`src/hw/ddr4_tg_pkg.sv`:
```
// Sizes fixed here; the window must fit in APP_ADDR_W bits and the pattern needs APP_DATA_W = 2*SEED_W
package ddr4_tg_pkg;

  // ********************
  // Sizes
  // ********************
  localparam int APP_ADDR_W = 8;
  localparam int APP_DATA_W = 64;
  localparam int SEED_W     = 32;
  localparam int ERR_CNT_W  = 9;
  // Scratch memory covers the full address space
  localparam int MEM_WORDS  = 1 << APP_ADDR_W;
  // Cycles from read command to read response
  localparam int RD_LATENCY = 2;

  // ********************
  // Vector types
  // ********************
  typedef logic [APP_ADDR_W-1:0] app_addr_t;
  typedef logic [APP_DATA_W-1:0] app_data_t;
  typedef logic [ERR_CNT_W-1:0]  err_cnt_t;
  typedef logic [SEED_W-1:0]     seed_t;

  // Application side command, one per valid cycle
  typedef struct packed {
    logic      wr_en;
    logic      rd_en;
    logic      last;
    app_addr_t addr;
    app_data_t data;
  } app_cmd_t;

  // Read response with its address tag
  typedef struct packed {
    app_addr_t addr;
    app_data_t data;
    logic      last;
  } rd_rsp_t;

  // Generator phases
  typedef enum logic [1:0] {
    TG_IDLE  = 2'd0,
    TG_WRITE = 2'd1,
    TG_READ  = 2'd2
  } tg_state_e;

  // ********************
  // Data pattern
  // ********************
  // Upper half is seed XOR address, lower half its inverse
  function automatic app_data_t tg_pattern(app_addr_t addr, seed_t seed);
    seed_t hi;
    hi = seed ^ SEED_W'(addr);
    return {hi, ~hi};
  endfunction

endpackage

```
`src/hw/tg_cmd_gen.sv`:
```
// Run settings are sampled on an accepted start; start_i is ignored while busy_o is high
`timescale 1ns/1ns

module tg_cmd_gen (
  input  logic                   c0_ddr4_clk,
  input  logic                   arst_n_i,
  input  logic                   init_calib_complete_i,
  input  logic                   start_i,
  input  ddr4_tg_pkg::seed_t     seed_i,
  input  ddr4_tg_pkg::app_addr_t len_i,
  input  logic                   inject_en_i,
  input  ddr4_tg_pkg::app_addr_t inject_addr_i,
  output logic                   cmd_valid_o,
  output ddr4_tg_pkg::app_cmd_t  cmd_o,
  output logic                   start_pulse_o,
  output ddr4_tg_pkg::seed_t     seed_o,
  output logic                   busy_o
);
  import ddr4_tg_pkg::*;

  tg_state_e state_q;
  app_addr_t addr_q;
  logic      busy_q;
  logic [1:0] drain_q;
  logic      start_pulse_q;

  // Run settings
  seed_t     seed_q;
  app_addr_t len_q;
  logic      inj_en_q;
  app_addr_t inj_addr_q;

  logic accept;
  logic last_addr;
  logic inj_hit;

  // Start only from a quiet generator with a calibrated memory
  assign accept    = start_i && init_calib_complete_i && (state_q == TG_IDLE) && !busy_q;
  assign last_addr = (addr_q == len_q);
  assign inj_hit   = inj_en_q && (state_q == TG_WRITE) && (addr_q == inj_addr_q);

  // ********************
  // Settings capture
  // ********************
  always_ff @(posedge c0_ddr4_clk) begin
    if (accept) begin
      seed_q     <= seed_i;
      len_q      <= len_i;
      inj_en_q   <= inject_en_i;
      inj_addr_q <= inject_addr_i;
    end
  end

  // ********************
  // Phase control
  // ********************
  always_ff @(posedge c0_ddr4_clk or negedge arst_n_i) begin
    if (!arst_n_i) begin
      state_q       <= TG_IDLE;
      addr_q        <= '0;
      busy_q        <= 1'b0;
      drain_q       <= '0;
      start_pulse_q <= 1'b0;
    end else begin
      start_pulse_q <= accept;
      case (state_q)
        TG_IDLE: begin
          if (accept) begin
            state_q <= TG_WRITE;
            addr_q  <= '0;
            busy_q  <= 1'b1;
          end else if (drain_q != '0) begin
            // Wait for the last response to reach the checker
            drain_q <= drain_q - 2'd1;
          end else begin
            busy_q <= 1'b0;
          end
        end
        TG_WRITE: begin
          if (last_addr) begin
            state_q <= TG_READ;
            addr_q  <= '0;
          end else begin
            addr_q <= addr_q + 1'b1;
          end
        end
        TG_READ: begin
          if (last_addr) begin
            state_q <= TG_IDLE;
            addr_q  <= '0;
            // Read latency plus the checker register
            drain_q <= 2'(RD_LATENCY);
          end else begin
            addr_q <= addr_q + 1'b1;
          end
        end
        default: begin
          state_q <= TG_IDLE;
        end
      endcase
    end
  end

  // ********************
  // Command output
  // ********************
  assign cmd_valid_o = (state_q != TG_IDLE);

  always_comb begin
    cmd_o.wr_en = (state_q == TG_WRITE);
    cmd_o.rd_en = (state_q == TG_READ);
    cmd_o.last  = (state_q == TG_READ) && last_addr;
    cmd_o.addr  = addr_q;
    // Fault insertion flips bit 0 of one written word
    cmd_o.data  = tg_pattern(addr_q, seed_q) ^ APP_DATA_W'(inj_hit);
  end

  assign start_pulse_o = start_pulse_q;
  assign seed_o        = seed_q;
  assign busy_o        = busy_q;

endmodule

```
`config.mk`:
```
export PLATFORM = sky130hd
export DESIGN_NAME = tg_cmd_gen
export DESIGN_NICKNAME = d
export VERILOG_FILES = /design/src/hw/ddr4_tg_pkg.sv /design/src/hw/tg_cmd_gen.sv
export SDC_FILE = /design/constraint.sdc
export NUM_CORES = 1
export LEC_CHECK = 0
export ABC_CLOCK_PERIOD_IN_PS = 2300
export BUFFER_PORTS_ARGS = -buffer_cell sky130_fd_sc_hd__buf_2
export CAP_MARGIN = 20
export CORE_MARGIN = 1
export CORE_UTILIZATION = 40
export CTS_CLUSTER_DIAMETER = 100
export CTS_CLUSTER_SIZE = 28
export DETAILED_ROUTE_END_ITERATION = 10
export PLACE_DENSITY = 0.86
export RECOVER_POWER = 50
export SYNTH_ARGS = -nofsm -noshare
export SYNTH_HDL_FRONTEND = slang
export SYNTH_SLANG_ARGS = --single-unit
```
`constraint.sdc`:
```
create_clock -name c0_ddr4_clk -period 2.3 [get_ports c0_ddr4_clk]
set_input_delay 0.115 -clock c0_ddr4_clk [delete_from_list [all_inputs] [get_ports c0_ddr4_clk]]
set_output_delay 0.115 -clock c0_ddr4_clk [all_outputs]
set_load 0.005 [all_outputs]
```
==> impl.org, run 1 <==
** Floorplan
- Row cnt :: 30
- In this run the horizontal extent of the chip is 87.1 um.
- Placeable Area :: 6910 um2
- Initial standard-cell utilization of the core :: 41.9%
- Die Y-Extent :: 87.1 um
- Full die area :: 7580 um2
- During I/O placement, the number of pins put on the boundary was 163.

** Power and ir drop
- Switching part of the total :: 32.4%
- Power spread over the standard cell area amounts to 882 nW/um2.
- Leakage :: 0.00197 uW
- The worst-case IR drop observed on VDD is 0.457 mV.
- The internal portion of the total power is 2550 uW.
- Sequential share of power :: 42.1%
- Per report_power, the combinational group accounts for 34.4% of the total.
- The clock network is responsible for 23.5% of the overall power.
- Power dissipated by switching net loads :: 1220 uW

** Layout
- For this run, the share of the core covered by cells in the final layout is 61.8%.
- Area growth from synthesis to layout :: 47.5%
- Commonest cells after routing, fill and taps aside :: sky130_fd_sc_hd__buf_2, sky130_fd_sc_hd__dlygate4sd3_1, sky130_fd_sc_hd__edfxtp_1
- Fraction of layout cells with a size suffix above 1 :: 39.2%
- The net count of the finished layout is 479.
- Most common cell after layout, fill and taps aside :: sky130_fd_sc_hd__buf_2
- Antenna diode instance count :: 0
- Post-route standard cell area excluding fillers :: 4270 um2

** Drt
- Dividing the detail-routed via count by the number of cells gives 4.40.
- 1st-iter DRT viols :: 103
- Antenna Violating Nets Remaining :: 0
- In the final routed layout, each cell accounts on average for 13.4 um.
- Number of design rule violations left after detail routing :: 0
- The first TritonRoute pass finished after 4 iterations.
- DR vias :: 2282
- Total routed wirelength :: 6940 um

** Logic synthesis
- Synthesized net count :: 285
- The portion of synthesized area spent on multiplexers is 0.778%.
- For this run, the number of Yosys warnings is 0.
- Basic-gate share of the synthesized area counting and, or, nand and nor cells :: 6.40%
- Averaged over all synthesized cells, the footprint is 12.9 um2.
- The synthesized design contains 63 register bits.
- Main combinational cell family by area after synthesis :: buffers and inverters
- Synth async-reset ratio :: 22.2%
- Xor/xnor share of the synthesized area :: 7.87%
- Synthesized netlist cell count :: 225
- The synthesized design contains 49 enable-type register cells.
- The cell area that synthesis handed to floorplanning was 2900 um2.
- After synthesis, flip-flops and latches occupy 62.9% of the total area.
- The number of different library cells used by synthesis comes to 37.
- Adder-cell share of the synthesized area :: 3.03%
- Synth Area in Compound Gates :: 5.57%
- For this run, the leading register cell type out of synthesis is sky130_fd_sc_hd__edfxtp_1.

** Setup path
- The worst setup path is captured at an output port.
- The worst setup path is launched from a flop.
- Critical path cell sequence :: xor2_1 -> nor4_2 -> nand4_1 -> nor4_2 -> xnor2_1 -> buf_2
- Crit-path max FO :: 8
- Crit path max-delay family :: simple AND/OR/NAND/NOR gates
- On the critical path, the stage with the largest delay is an instance of sky130_fd_sc_hd__dfrtp_2.
- STA puts the critical path data required time at 2.18 ns.
- Critical Path Max Stage Delay :: 0.48 ns
- The most numerous cell type found on the critical path is sky130_fd_sc_hd__nor4_2.
- Together, buffers and inverters on the worst path number 1.
- Startpoint-to-endpoint class of the critical path :: flop to output port
- Data arrival at the endpoint of the critical path :: 2.07 ns

** Job
- MaxCap Viol Count :: 0

** Clock network
- Sinks on the clock net :: 63
- Count of buffers added by post-CTS timing repair for setup :: 0
- After clock tree synthesis, the clock-pin slew on the worst setup and hold paths is 0.07 ns.
- Number of H-tree levels :: 3
- CTS placed an instance of sky130_fd_sc_hd__clkbuf_8 at the clock tree root.
- Number of buffers created by CTS :: 9
- At the later pin of the worst-skew pair, clock insertion delay measures 0.33 ns.
- Number of buffers between clock root and the deepest sink :: 2
- Clock tree from TritonCTS :: done

** Global routing
- Global-route wire length before repair :: 10600 um
- The via count of the first global-routing pass came to 2301.
- The total overflow left after global routing is 0.
- Initial antenna violation count :: 0
- Pin count of the biggest net entering global routing :: 29
- Global-route total usage across every layer :: 18.9%

** Placed design
- Routability-driven placement finished with a final weighted congestion of 0.765.
- Half-perimeter wire length after detailed placement :: 4690 um
- Dpl cell area :: 3620 um2
- Count of buffers from port buffering :: 162

** Timing
- The tightest hold path in the finished design has a slack of 0.336 ns.
- Final hold violation count :: 0
- Based on the critical path, the design can be clocked at up to 458 MHz.
- For the pin with the worst max-slew slack, the measured transition is 0.797 ns.
- The number of max-slew violations in the final report came to 0.
- Post-route clock period utilization :: 95.0%
- Final critical path time including I/O delays and setup :: 2.18 ns
- Slew HR :: 46.9%
- Summed over all failing endpoints, the final setup total negative slack is 0 ns.
- Setup repair after global routing left no endpoint under its margin.
- Across the routed clock network, the largest skew measured is 0.00683 ns.
- Total of endpoints with negative setup slack in the final report :: 0

** Min path
- In this run the worst hold path is classified as primary input to flop.

** Run status
- Status :: finished, final reports clean
==> worst reg2reg max path, stage by stage (launching register included) <==
cell,delay [ns]
sky130_fd_sc_hd__dfrtp_1,0.41
sky130_fd_sc_hd__inv_1,0.12
sky130_fd_sc_hd__ha_1,0.29
sky130_fd_sc_hd__and4b_4,0.30
sky130_fd_sc_hd__a21oi_2,0.10
sky130_fd_sc_hd__or3_2,0.47
sky130_fd_sc_hd__a21oi_1,0.14
sky130_fd_sc_hd__a21o_2,0.10
==> power by group through the flow <==
stage,logic [uW],registers [uW],clock network (uW)
6_report,1300,1580,886
4_1_cts,1300,1580,912
5_1_grt,1440,1610,964
3_5_place_dp,1230,1600,0
2_1_floorplan,883,1540,0
3_3_place_gp,1180,1590,0
==> per-stage QoR <==
step | setup WS [ns] | cells | power (uW)
3_5_place_dp | 0.330 | 454 | 2830
4_1_cts | 0.0674 | 519 | 3790
3_3_place_gp | 0.350 | 454 | 2770
2_1_floorplan | 0.0289 | 225 | 2430
5_1_grt | 0.00758 | 519 | 4010
6_report | 0.115 | 519 | 3770
==> synthesized netlist by cell type (2+ instances only) <==
cell type	n	share of area [%]
sky130_fd_sc_hd__a21o_2	3	0.91
sky130_fd_sc_hd__a21oi_1	3	0.52
sky130_fd_sc_hd__buf_2	4	0.69
sky130_fd_sc_hd__buf_4	28	7.3
sky130_fd_sc_hd__dfrtp_1	14	12
sky130_fd_sc_hd__edfxtp_1	49	51
sky130_fd_sc_hd__ha_1	7	3.0
sky130_fd_sc_hd__inv_1	38	4.9
sky130_fd_sc_hd__mux2_2	2	0.78
sky130_fd_sc_hd__nand2_1	12	1.6
sky130_fd_sc_hd__nand3_1	2	0.35
sky130_fd_sc_hd__nand4_1	3	0.65
sky130_fd_sc_hd__nor2_1	4	0.52
sky130_fd_sc_hd__nor4_1	2	0.43
sky130_fd_sc_hd__o21ai_0	5	0.86
sky130_fd_sc_hd__or2_1	2	0.43
sky130_fd_sc_hd__or2_2	3	0.65
sky130_fd_sc_hd__xnor2_1	11	3.3
sky130_fd_sc_hd__xor2_1	15	4.5
==> flip-flops by register name, indices dropped and copies added, names as in the netlist <==
| signal | flops |
|---|---|
| addr_q | 8 |
| busy_o | 1 |
| drain_q | 2 |
| inj_addr_q | 8 |
| inj_en_q | 1 |
| len_q | 8 |
| seed_o | 32 |
| start_pulse_o | 1 |
| state_q | 2 |
==> logic make-up (layout without fill, tap and decap cells) <==
logic type,after synthesis,after routing
fa+ha+maj,7,7
buf+inv,72,270
mux,2,2
compound gates,21,21
flops,63,63
xor+xnor,26,26
simple gates,34,34
==> worst paths after layout <==
kind                                 start          to  slack [ns]  depth (start not counted)
max in group asynchronous         arst_n_i   addr_q[6]        1.33                          2
worst min-delay path               start_i  state_q[0]        0.34                          4
worst max-delay path             addr_q[0]    cmd_o[0]        0.12                          6
worst max register to register  state_q[0]   addr_q[3]        0.31                          7
min in group asynchronous         arst_n_i  state_q[1]        0.42                          2
worst min register to register  drain_q[1]  drain_q[1]        0.55                          1
==> cell type report <==
class                           instances  area [um2]
Fill cell                             592        2640
Inverter                               38         143
Clock buffer                           10         128
Multi-Input combinational cell         90         697
Sequential cell                        63        1830
Clock inverter                          5        50.0
Timing Repair Buffer                  217        1310
Tap cell                               96         120
==> layer usage <==
| layer | global-route usage [%] | up-vias | wire length [um] |
|---|---|---|---|
| li1 | - | 1098 | - |
| met1 | 19.6 | 1085 | 2660 |
| met2 | 35.0 | 91 | 3750 |
| met3 | 5.12 | 8 | 403 |
| met4 | 8.94 | 0 | 124 |
| met5 | 0 | - | 0 |
==> timing repair <==
| action | 4_1_cts | 5_1_grt |
|---|---|---|
| hold endpoints to repair | 63 | 0 |
| endpoints found under the setup margin | 1 | 1 |
| pin swaps | 0 | 1 |
| resized for setup | 1 | 4 |
| hold buffers | 50 | 0 |
Note: power is estimated with default switching activity, not from simulation.
==> inputs of run 2 (changes only) <==
- PLACE_DENSITY: 0.86 -> 0.79
==> run 2 against run 1 <==
- sequential share of layout area shrank 0.60 points
- maximum frequency is 0.82% higher
- first-iteration DRC count is 18% lower
- highest routed layer unchanged
- die area unchanged
- largest power group unchanged
- worst setup slack better by 0.018 ns
- critical path type unchanged
- clock skew is essentially flat
- design area increased by 1.3%
==> impl.org, run 2 (synthesized netlist as in run 1, its figures left out) <==
** Run status
- Status :: finished, final reports clean (unchanged)

** Setup path
- Dominant cell type by count on the critical path :: sky130_fd_sc_hd__nor4_2 (unchanged)
- Crit-path max FO :: 9 (was 8)
- Critical path cell sequence: xor2_1 -> nor4_2 -> nand4_1 -> nor4_2 -> xnor2_1 -> buf_2 (unchanged).
- The classification of the worst setup path was flop to output port (unchanged).
- Startpoint types :: flop (unchanged)
- Buffers plus inverters on the worst setup path :: 1 (unchanged)
- Required time of the critical path :: 2.18 ns (about the same)
- Data arrival at the endpoint of the critical path :: 2.05 ns (was 2.07 ns)
- The maximum single-stage delay on the critical path was 0.52 ns (was 0.48 ns).
- The standard cell with the maximum stage delay on the critical path is sky130_fd_sc_hd__dfrtp_1 (was sky130_fd_sc_hd__dfrtp_2).
- Type of destination of the critical path :: output port (unchanged)
- Crit path max-delay family :: simple AND/OR/NAND/NOR gates (unchanged)

** Timing
- The final worst-path cycle share came to 94.2% (was 95.0%).
- Highest achievable clock rate :: 461 MHz (was 458 MHz)
- Final-layout setup total negative slack :: 0 ns (unchanged)
- Total of endpoints with negative setup slack in the final report :: 0 (unchanged)
- Slew at the pin closest to its max-slew limit :: 0.784 ns (was 0.797 ns)
- The clock tree skew after final layout came to 0.00636 ns (was 0.00683 ns).
- The minimum clock period was 2.17 ns (was 2.18 ns).
- Slew Limit Fails :: 0 (unchanged)
- The final hold violation count is 0 (unchanged).
- RSZ-0062 raised after global routing :: false (unchanged)
- Slew HR :: 47.7% (was 46.9%)
- The final worst setup slack was 0.133 ns (was 0.115 ns).

** Placed design
- Pre-CTS WS :: 0.197 ns (was 0.330 ns)
- Count of buffers from port buffering :: 162 (unchanged)
- The post-DP HPWL came to 4500 um (was 4690 um).
- The placer's final routability congestion estimate came to 0.717 (was 0.765).

** Layout
- The most common cell after layout, fill and taps aside was sky130_fd_sc_hd__buf_2 (unchanged).
- The final antenna diode count is 0 (unchanged).
- Number of nets in the layout :: 478 (was 479)
- The number of flip-flops under the largest register name was 32 (unchanged).
- The area overhead of the layout relative to synthesis was 49.4% (was 47.5%).
- Commonest cells after routing, fill and taps aside :: sky130_fd_sc_hd__buf_2, sky130_fd_sc_hd__dlygate4sd3_1, sky130_fd_sc_hd__edfxtp_1 (unchanged)
- Fraction of layout cells with a size suffix above 1 :: 41.4% (was 39.2%)
- The number of fillers in the final layout was 598 (was 592).

** Floorplan
- The initial cell density of the core is 41.9% (unchanged).
- The horizontal die dimension came to 87.1 um (unchanged).
- The standard-cell row count is 30 (unchanged).
- The placeable core region came to 6910 um2 (unchanged).
- The die height was 87.1 um (unchanged).
- Number of placed I/O pins :: 163 (unchanged)
- Full die area :: 7580 um2 (unchanged)

** Power and ir drop
- Sequential share of power :: 40.1% (was 42.1%)
- The switching part of the total power is 30.8% (was 32.4%).
- The internal power component is 2750 uW (was 2550 uW).
- Power density relative to cell area :: 917 nW/um2 (was 882 nW/um2)
- The share of total power in combinational logic is 32.1% (was 34.4%).
- Power dissipated by switching net loads :: 1220 uW (about the same)
- The leakage component of the power is 0.00202 uW (was 0.00197 uW).
- The share of power burned in the clock network is 27.8% (was 23.5%).
- The worst IR drop on VDD came to 0.444 mV (was 0.457 mV).

** Global routing
- Pin count of the biggest net entering global routing :: 21 (was 29)
- The number of antenna violations at the first check in global routing came to 0 (unchanged).
- Global-route total usage across every layer :: 18.7% (was 18.9%)
- Final global-route overflow total :: 0 (unchanged)
- Global-route wire length before repair :: 10100 um (was 10600 um)
- The via count of the first global-routing pass came to 2088 (was 2301).

** Drt
- Drt wl/cell :: 13.2 um (was 13.4 um)
- Antenna Violating Nets Remaining :: 0 (unchanged)
- Vias/cell :: 4.40 (unchanged)
- Highest metal layer with signal wires :: met4 (unchanged)
- Amount of wire on met3 after detailed routing :: 447 um (was 403 um)
- The number of vias after detailed routing came to 2282 (unchanged).
- The met1 wire length was 2740 um (was 2660 um).
- Total routed wirelength :: 6870 um (was 6940 um)
- WL met2 :: 3580 um (was 3750 um)
- Number of design rule violations left after detail routing :: 0 (unchanged)
- Number of iterations in the first detailed-routing pass :: 4 (unchanged)
- The DRC violation total after the first TritonRoute iteration came to 84 (was 103).

** Min path
- The type of the most critical hold path was primary input to flop (unchanged).

** Clock network
- The clock insertion delay at the later pin of the skew report is 0.34 ns (was 0.33 ns).
- The TritonCTS buffer count was 9 (unchanged).
- The number of clock sinks is 63 (unchanged).
- The CTS tree is done (unchanged).
- The clock tree root driver cell was sky130_fd_sc_hd__clkbuf_8 (unchanged).
- The level count of the clock H-tree was 3 (unchanged).
- Clock edge transition at the registers on the reported setup and hold paths :: 0.06 ns (was 0.07 ns)
- Number of buffers between clock root and the deepest sink :: 2 (unchanged)

** Job
- The number of maximum-capacitance constraint violations was 0 (unchanged).
==> run 2: path summary, 6_finish.rpt <==
path	startpoint	to	slack, ns	depth (start not counted)
min in group asynchronous	arst_n_i	busy_o	0.37	2
max in group asynchronous	arst_n_i	addr_q[7]	1.39	2
hold reg to reg	busy_o	busy_o	0.52	1
hold / removal	start_i	start_pulse_o	0.20	2
setup / recovery	addr_q[3]	cmd_o[0]	0.13	6
setup reg to reg	state_q[0]	addr_q[3]	0.18	7
==> run 2: power groups by stage <==
| stage | clock [uW] | combinational, uW | sequential, uW |
|---|---|---|---|
| after floorplan | 0 | 883 | 1540 |
| after CTS | 1130 | 1280 | 1590 |
| after global placement | 0 | 1170 | 1610 |
| after global routing | 1190 | 1410 | 1620 |
| final | 1100 | 1270 | 1590 |
| after detailed placement | 0 | 1210 | 1620 |
==> run 2: final cells by class <==
class                      count  area (um2)  share of cell area, %
sequential                    63        1820                   42.2
timing repair buffer         216        1310                   30.3
tap                           96         120                   2.78
multi-input combinational     90         697                   16.1
clock inverter                 3        63.8                   1.47
inverter                      38         143                   3.30
clock buffer                  13         169                   3.90
==> run 2: per-layer routing <==
metal | vias to the layer above | global-route usage, %
li1 | 1095 | -
met1 | 1064 | 20.1
met2 | 112 | 33.9
met3 | 11 | 5.59
met4 | 0 | 7.73
met5 | - | 0
==> run 2: worst reg2reg max path: cells and delay by family (launching register included) <==
family | cells | cell delay (ns)
buffers and inverters | 1 | 0.12
adder cells (fa/ha/maj) | 1 | 0.27
flip-flops | 1 | 0.41
AND/OR/NAND/NOR | 2 | 0.88
AO/OA/AOI/OAI | 3 | 0.37
==> run 2: metrics by stage <==
step	cell area [um2]	cells	total power, uW	hold WS (ns)	util, %
after CTS	4350	519	4010	0.187	63.0
after detailed placement	3610	453	2830	0.0322	52.3
after global routing	4330	519	4230	0.192	62.6
after floorplan	2900	225	2430	-0.181	-
final	4330	519	3970	0.195	62.6
after global placement	3610	453	2780	0.0240	52.3
==> run 2: timing repair <==
action / 4_1_cts / 5_1_grt
hold endpoints to repair: 63 / 0
endpoints found under the setup margin: 1 / 1
hold buffers: 50 / 0
buffers inserted: 0 / 0
resized for setup: 1 / 3
==> inputs of run 3 (changes only) <==
- ABC_CLOCK_PERIOD_IN_PS: 2300 -> not set
- PLACE_DENSITY: 0.79 -> 0.82
==> run 3 against run 2 <==
- global-route usage shrank 0.72 points
- maximum frequency rose by 2.8%
- critical path depth unchanged
- design area is 0.84% higher
- first-iteration DRC count shrank 14%
- clock-buffer cell count is 3 lower
- combinational power grew 10%
- power down 5.1%
- non-clock buffer count grew 11
- flip-flop and latch count unchanged
- worst setup slack better by 0.058 ns
- critical path type unchanged
- critical endpoint unchanged
- largest power group unchanged
- highest routed layer unchanged
==> impl.org, run 3 (synthesized netlist as in run 1, its figures left out) <==
** Drt
- The average wire per cell in the routed design is 12.9 um (was 13.2 um).
- Number of design rule violations left after detail routing :: 0 (unchanged)
- Antenna Violating Nets Remaining :: 0 (unchanged)
- DR vias :: 2308 (was 2282)
- The routed wire length came to 6860 um (was 6870 um).
- Vias/cell :: 4.35 (was 4.40)
- The number of iterations in the first detailed-routing pass is 4 (unchanged).
- The DRC violation total after the first TritonRoute iteration was 72 (was 84).

** Timing
- The final worst setup slack came to 0.191 ns (was 0.133 ns).
- RSZ-0062 raised after global routing: true (was false).
- The achievable frequency came to 474 MHz (was 461 MHz).
- The number of max-slew violations in the final report was 0 (unchanged).
- The final hold violation count came to 0 (unchanged).
- The minimum clock period was 2.11 ns (was 2.17 ns).
- The remaining max-slew budget at the tightest pin came to 45.7% (was 47.7%).
- The clock tree skew after final layout was 0.0109 ns (was 0.00636 ns).
- Post-route clock period utilization :: 91.7% (was 94.2%)
- Total of endpoints with negative setup slack in the final report :: 0 (unchanged)
- The final hold slack came to 0.325 ns (was 0.195 ns).
- Slew at the pin closest to its max-slew limit :: 0.815 ns (was 0.784 ns)

** Layout
- The number of flip-flops under the largest register name came to 32 (unchanged).
- Commonest cells after routing, fill and taps aside: sky130_fd_sc_hd__buf_2, sky130_fd_sc_hd__dlygate4sd3_1, sky130_fd_sc_hd__edfxtp_1 (unchanged).
- Area growth from synthesis to layout :: 50.7% (was 49.4%)
- The sequential cell area came to 1830 um2 (was 1820 um2).
- The final net count came to 489 (was 478).
- Most common cell after layout, fill and taps aside :: sky130_fd_sc_hd__buf_2 (unchanged)
- The final antenna diode count came to 0 (unchanged).
- Area of the multi-input gates :: 713 um2 (was 697 um2)
- Fraction of layout cells with a size suffix above 1 :: 44.2% (was 41.4%)
- The number of fillers in the final layout is 569 (was 598).

** Setup path
- The number of buffers and inverters on the critical path came to 1 (unchanged).
- Critical path cell sequence :: xor2_1 -> nor4_4 -> nand4_1 -> nor4_2 -> xnor2_1 -> buf_2 (was xor2_1 -> nor4_2 -> nand4_1 -> nor4_2 -> xnor2_1 -> buf_2)
- The peak fanout along the critical path came to 4 (was 9).
- The data arrival time at the worst-slack endpoint came to 1.99 ns (was 2.05 ns).
- Critical path's slowest cell :: sky130_fd_sc_hd__dfrtp_2 (was sky130_fd_sc_hd__dfrtp_1)
- Type of destination of the critical path :: output port (unchanged)
- Crit path max-delay family :: simple AND/OR/NAND/NOR gates (unchanged)
- Critical Path Max Stage Delay :: 0.43 ns (was 0.52 ns)
- Startpoint-to-endpoint class of the critical path :: flop to output port (unchanged)
- Startpoint types :: flop (unchanged)
- Required time of the critical path :: 2.18 ns (about the same)
- Start of the worst register-to-register path :: addr_q[6] (was state_q[0])
- The first element of the critical path was addr_q[0] (was addr_q[3]).

** Global routing
- Final global-route overflow total :: 0 (unchanged)
- The number of antenna violations at the first check in global routing is 0 (unchanged).
- The total track usage came to 17.9% (was 18.7%).
- Global-route wire length before repair :: 10100 um (about the same)
- The via count of the first global-routing pass was 2181 (was 2088).
- Pin count of the biggest net entering global routing :: 35 (was 21)

** Job
- The number of maximum-capacitance constraint violations is 0 (unchanged).

** Floorplan
- The boundary pin count is 163 (unchanged).
- The placeable core region was 6910 um2 (unchanged).
- Initial standard-cell utilization of the core :: 41.9% (unchanged)
- Row cnt :: 30 (unchanged)
- The die height came to 87.1 um (unchanged).
- The horizontal die dimension was 87.1 um (unchanged).
- Full die area :: 7580 um2 (unchanged)

** Clock network
- Clock tree from TritonCTS :: done (unchanged)
- The clock tree root driver cell is sky130_fd_sc_hd__clkbuf_8 (unchanged).
- The number of buffers on the longest clock path is 2 (unchanged).
- The number of clock sinks is 63 (unchanged).
- Number of buffers created by CTS :: 9 (unchanged)
- Clock insertion delay at the later pin of the skew report :: 0.33 ns (was 0.34 ns)
- The clock transition at the register clock pins on the worst setup and hold paths after CTS was 0.07 ns (was 0.06 ns).
- The level count of the clock H-tree came to 3 (unchanged).

** Power and ir drop
- Power density relative to cell area :: 863 nW/um2 (was 917 nW/um2)
- The leakage component of the power came to 0.00205 uW (was 0.00202 uW).
- The worst IR drop on VDD came to 0.526 mV (was 0.444 mV).

** Placed design
- The worst setup slack before clock tree synthesis came to 0.291 ns (was 0.197 ns).
- Half-perimeter wire length after detailed placement :: 4550 um (was 4500 um)
- Count of buffers from port buffering :: 162 (unchanged)
- Routability congestion estimate :: 0.768 (was 0.717)

** Run status
- Status :: finished, final reports clean (unchanged)

** Min path
- The type of the most critical hold path was primary input to flop (unchanged).
- The origin of the worst min-delay path is start_i (unchanged).
==> run 3: area by class of cell <==
cell class / count / share of cell area, %
Clock buffer: 10 / 2.93
Clock inverter: 6 / 0.860
Inverter: 38 / 3.27
Multi-Input combinational cell: 90 / 16.3
Sequential cell: 63 / 41.8
Tap cell: 96 / 2.75
Timing Repair Buffer: 227 / 32.0
==> run 3: power breakdown <==
part | switching [uW] | leakage (uW) | internal [uW]
logic | 714 | 0.00135 | 687
registers | 126 | 0.000620 | 1430
clock network | 424 | 0.0000781 | 385
==> run 3: stage by stage <==
step                      cell area [um2]  TNS, ns  instances  utilization (%)  power, uW
after floorplan                      2900        0        225                -       2430
after global placement               3620        0        454             52.4       2760
after detailed placement             3620        0        454             52.4       2830
after CTS                            4290        0        520             62.1       3730
after global routing                 4360  -0.0154        530             63.2       4010
final                                4360        0        530             63.2       3770
==> run 3: routing by layer <==
metal	up-vias	track usage [%]	share of wire, %
met5	-	0	0
met2	100	33.1	55
met4	0	6.67	0.74
met3	4	5.59	6.5
met1	1084	19.0	38
li1	1120	-	-
==> run 3: final timing paths <==
path | endpoint | slack, ns | depth (start not counted)
worst max register to register | state_q[1] | 0.25 | 7
max in group asynchronous | addr_q[0] | 1.34 | 2
worst min register to register | busy_o | 0.55 | 1
worst max-delay path | cmd_o[0] | 0.19 | 6
worst min-delay path | state_q[0] | 0.33 | 4
min in group asynchronous | busy_o | 0.39 | 2
==> run 3: worst min-delay path: stages <==
cell	delay [ns]
sky130_fd_sc_hd__buf_2	0.11
sky130_fd_sc_hd__nand3b_1	0.09
sky130_fd_sc_hd__a22oi_2	0.09
sky130_fd_sc_hd__mux2_2	0.22
==> run 3: repair_timing <==
action | CTS | global route
endpoints found under the setup margin | 1 | 1
resized for setup | 3 | 4
setup buffers | 0 | 10
hold endpoints to repair | 63 | 0
hold buffers | 50 | 0
pin swaps | 0 | 5
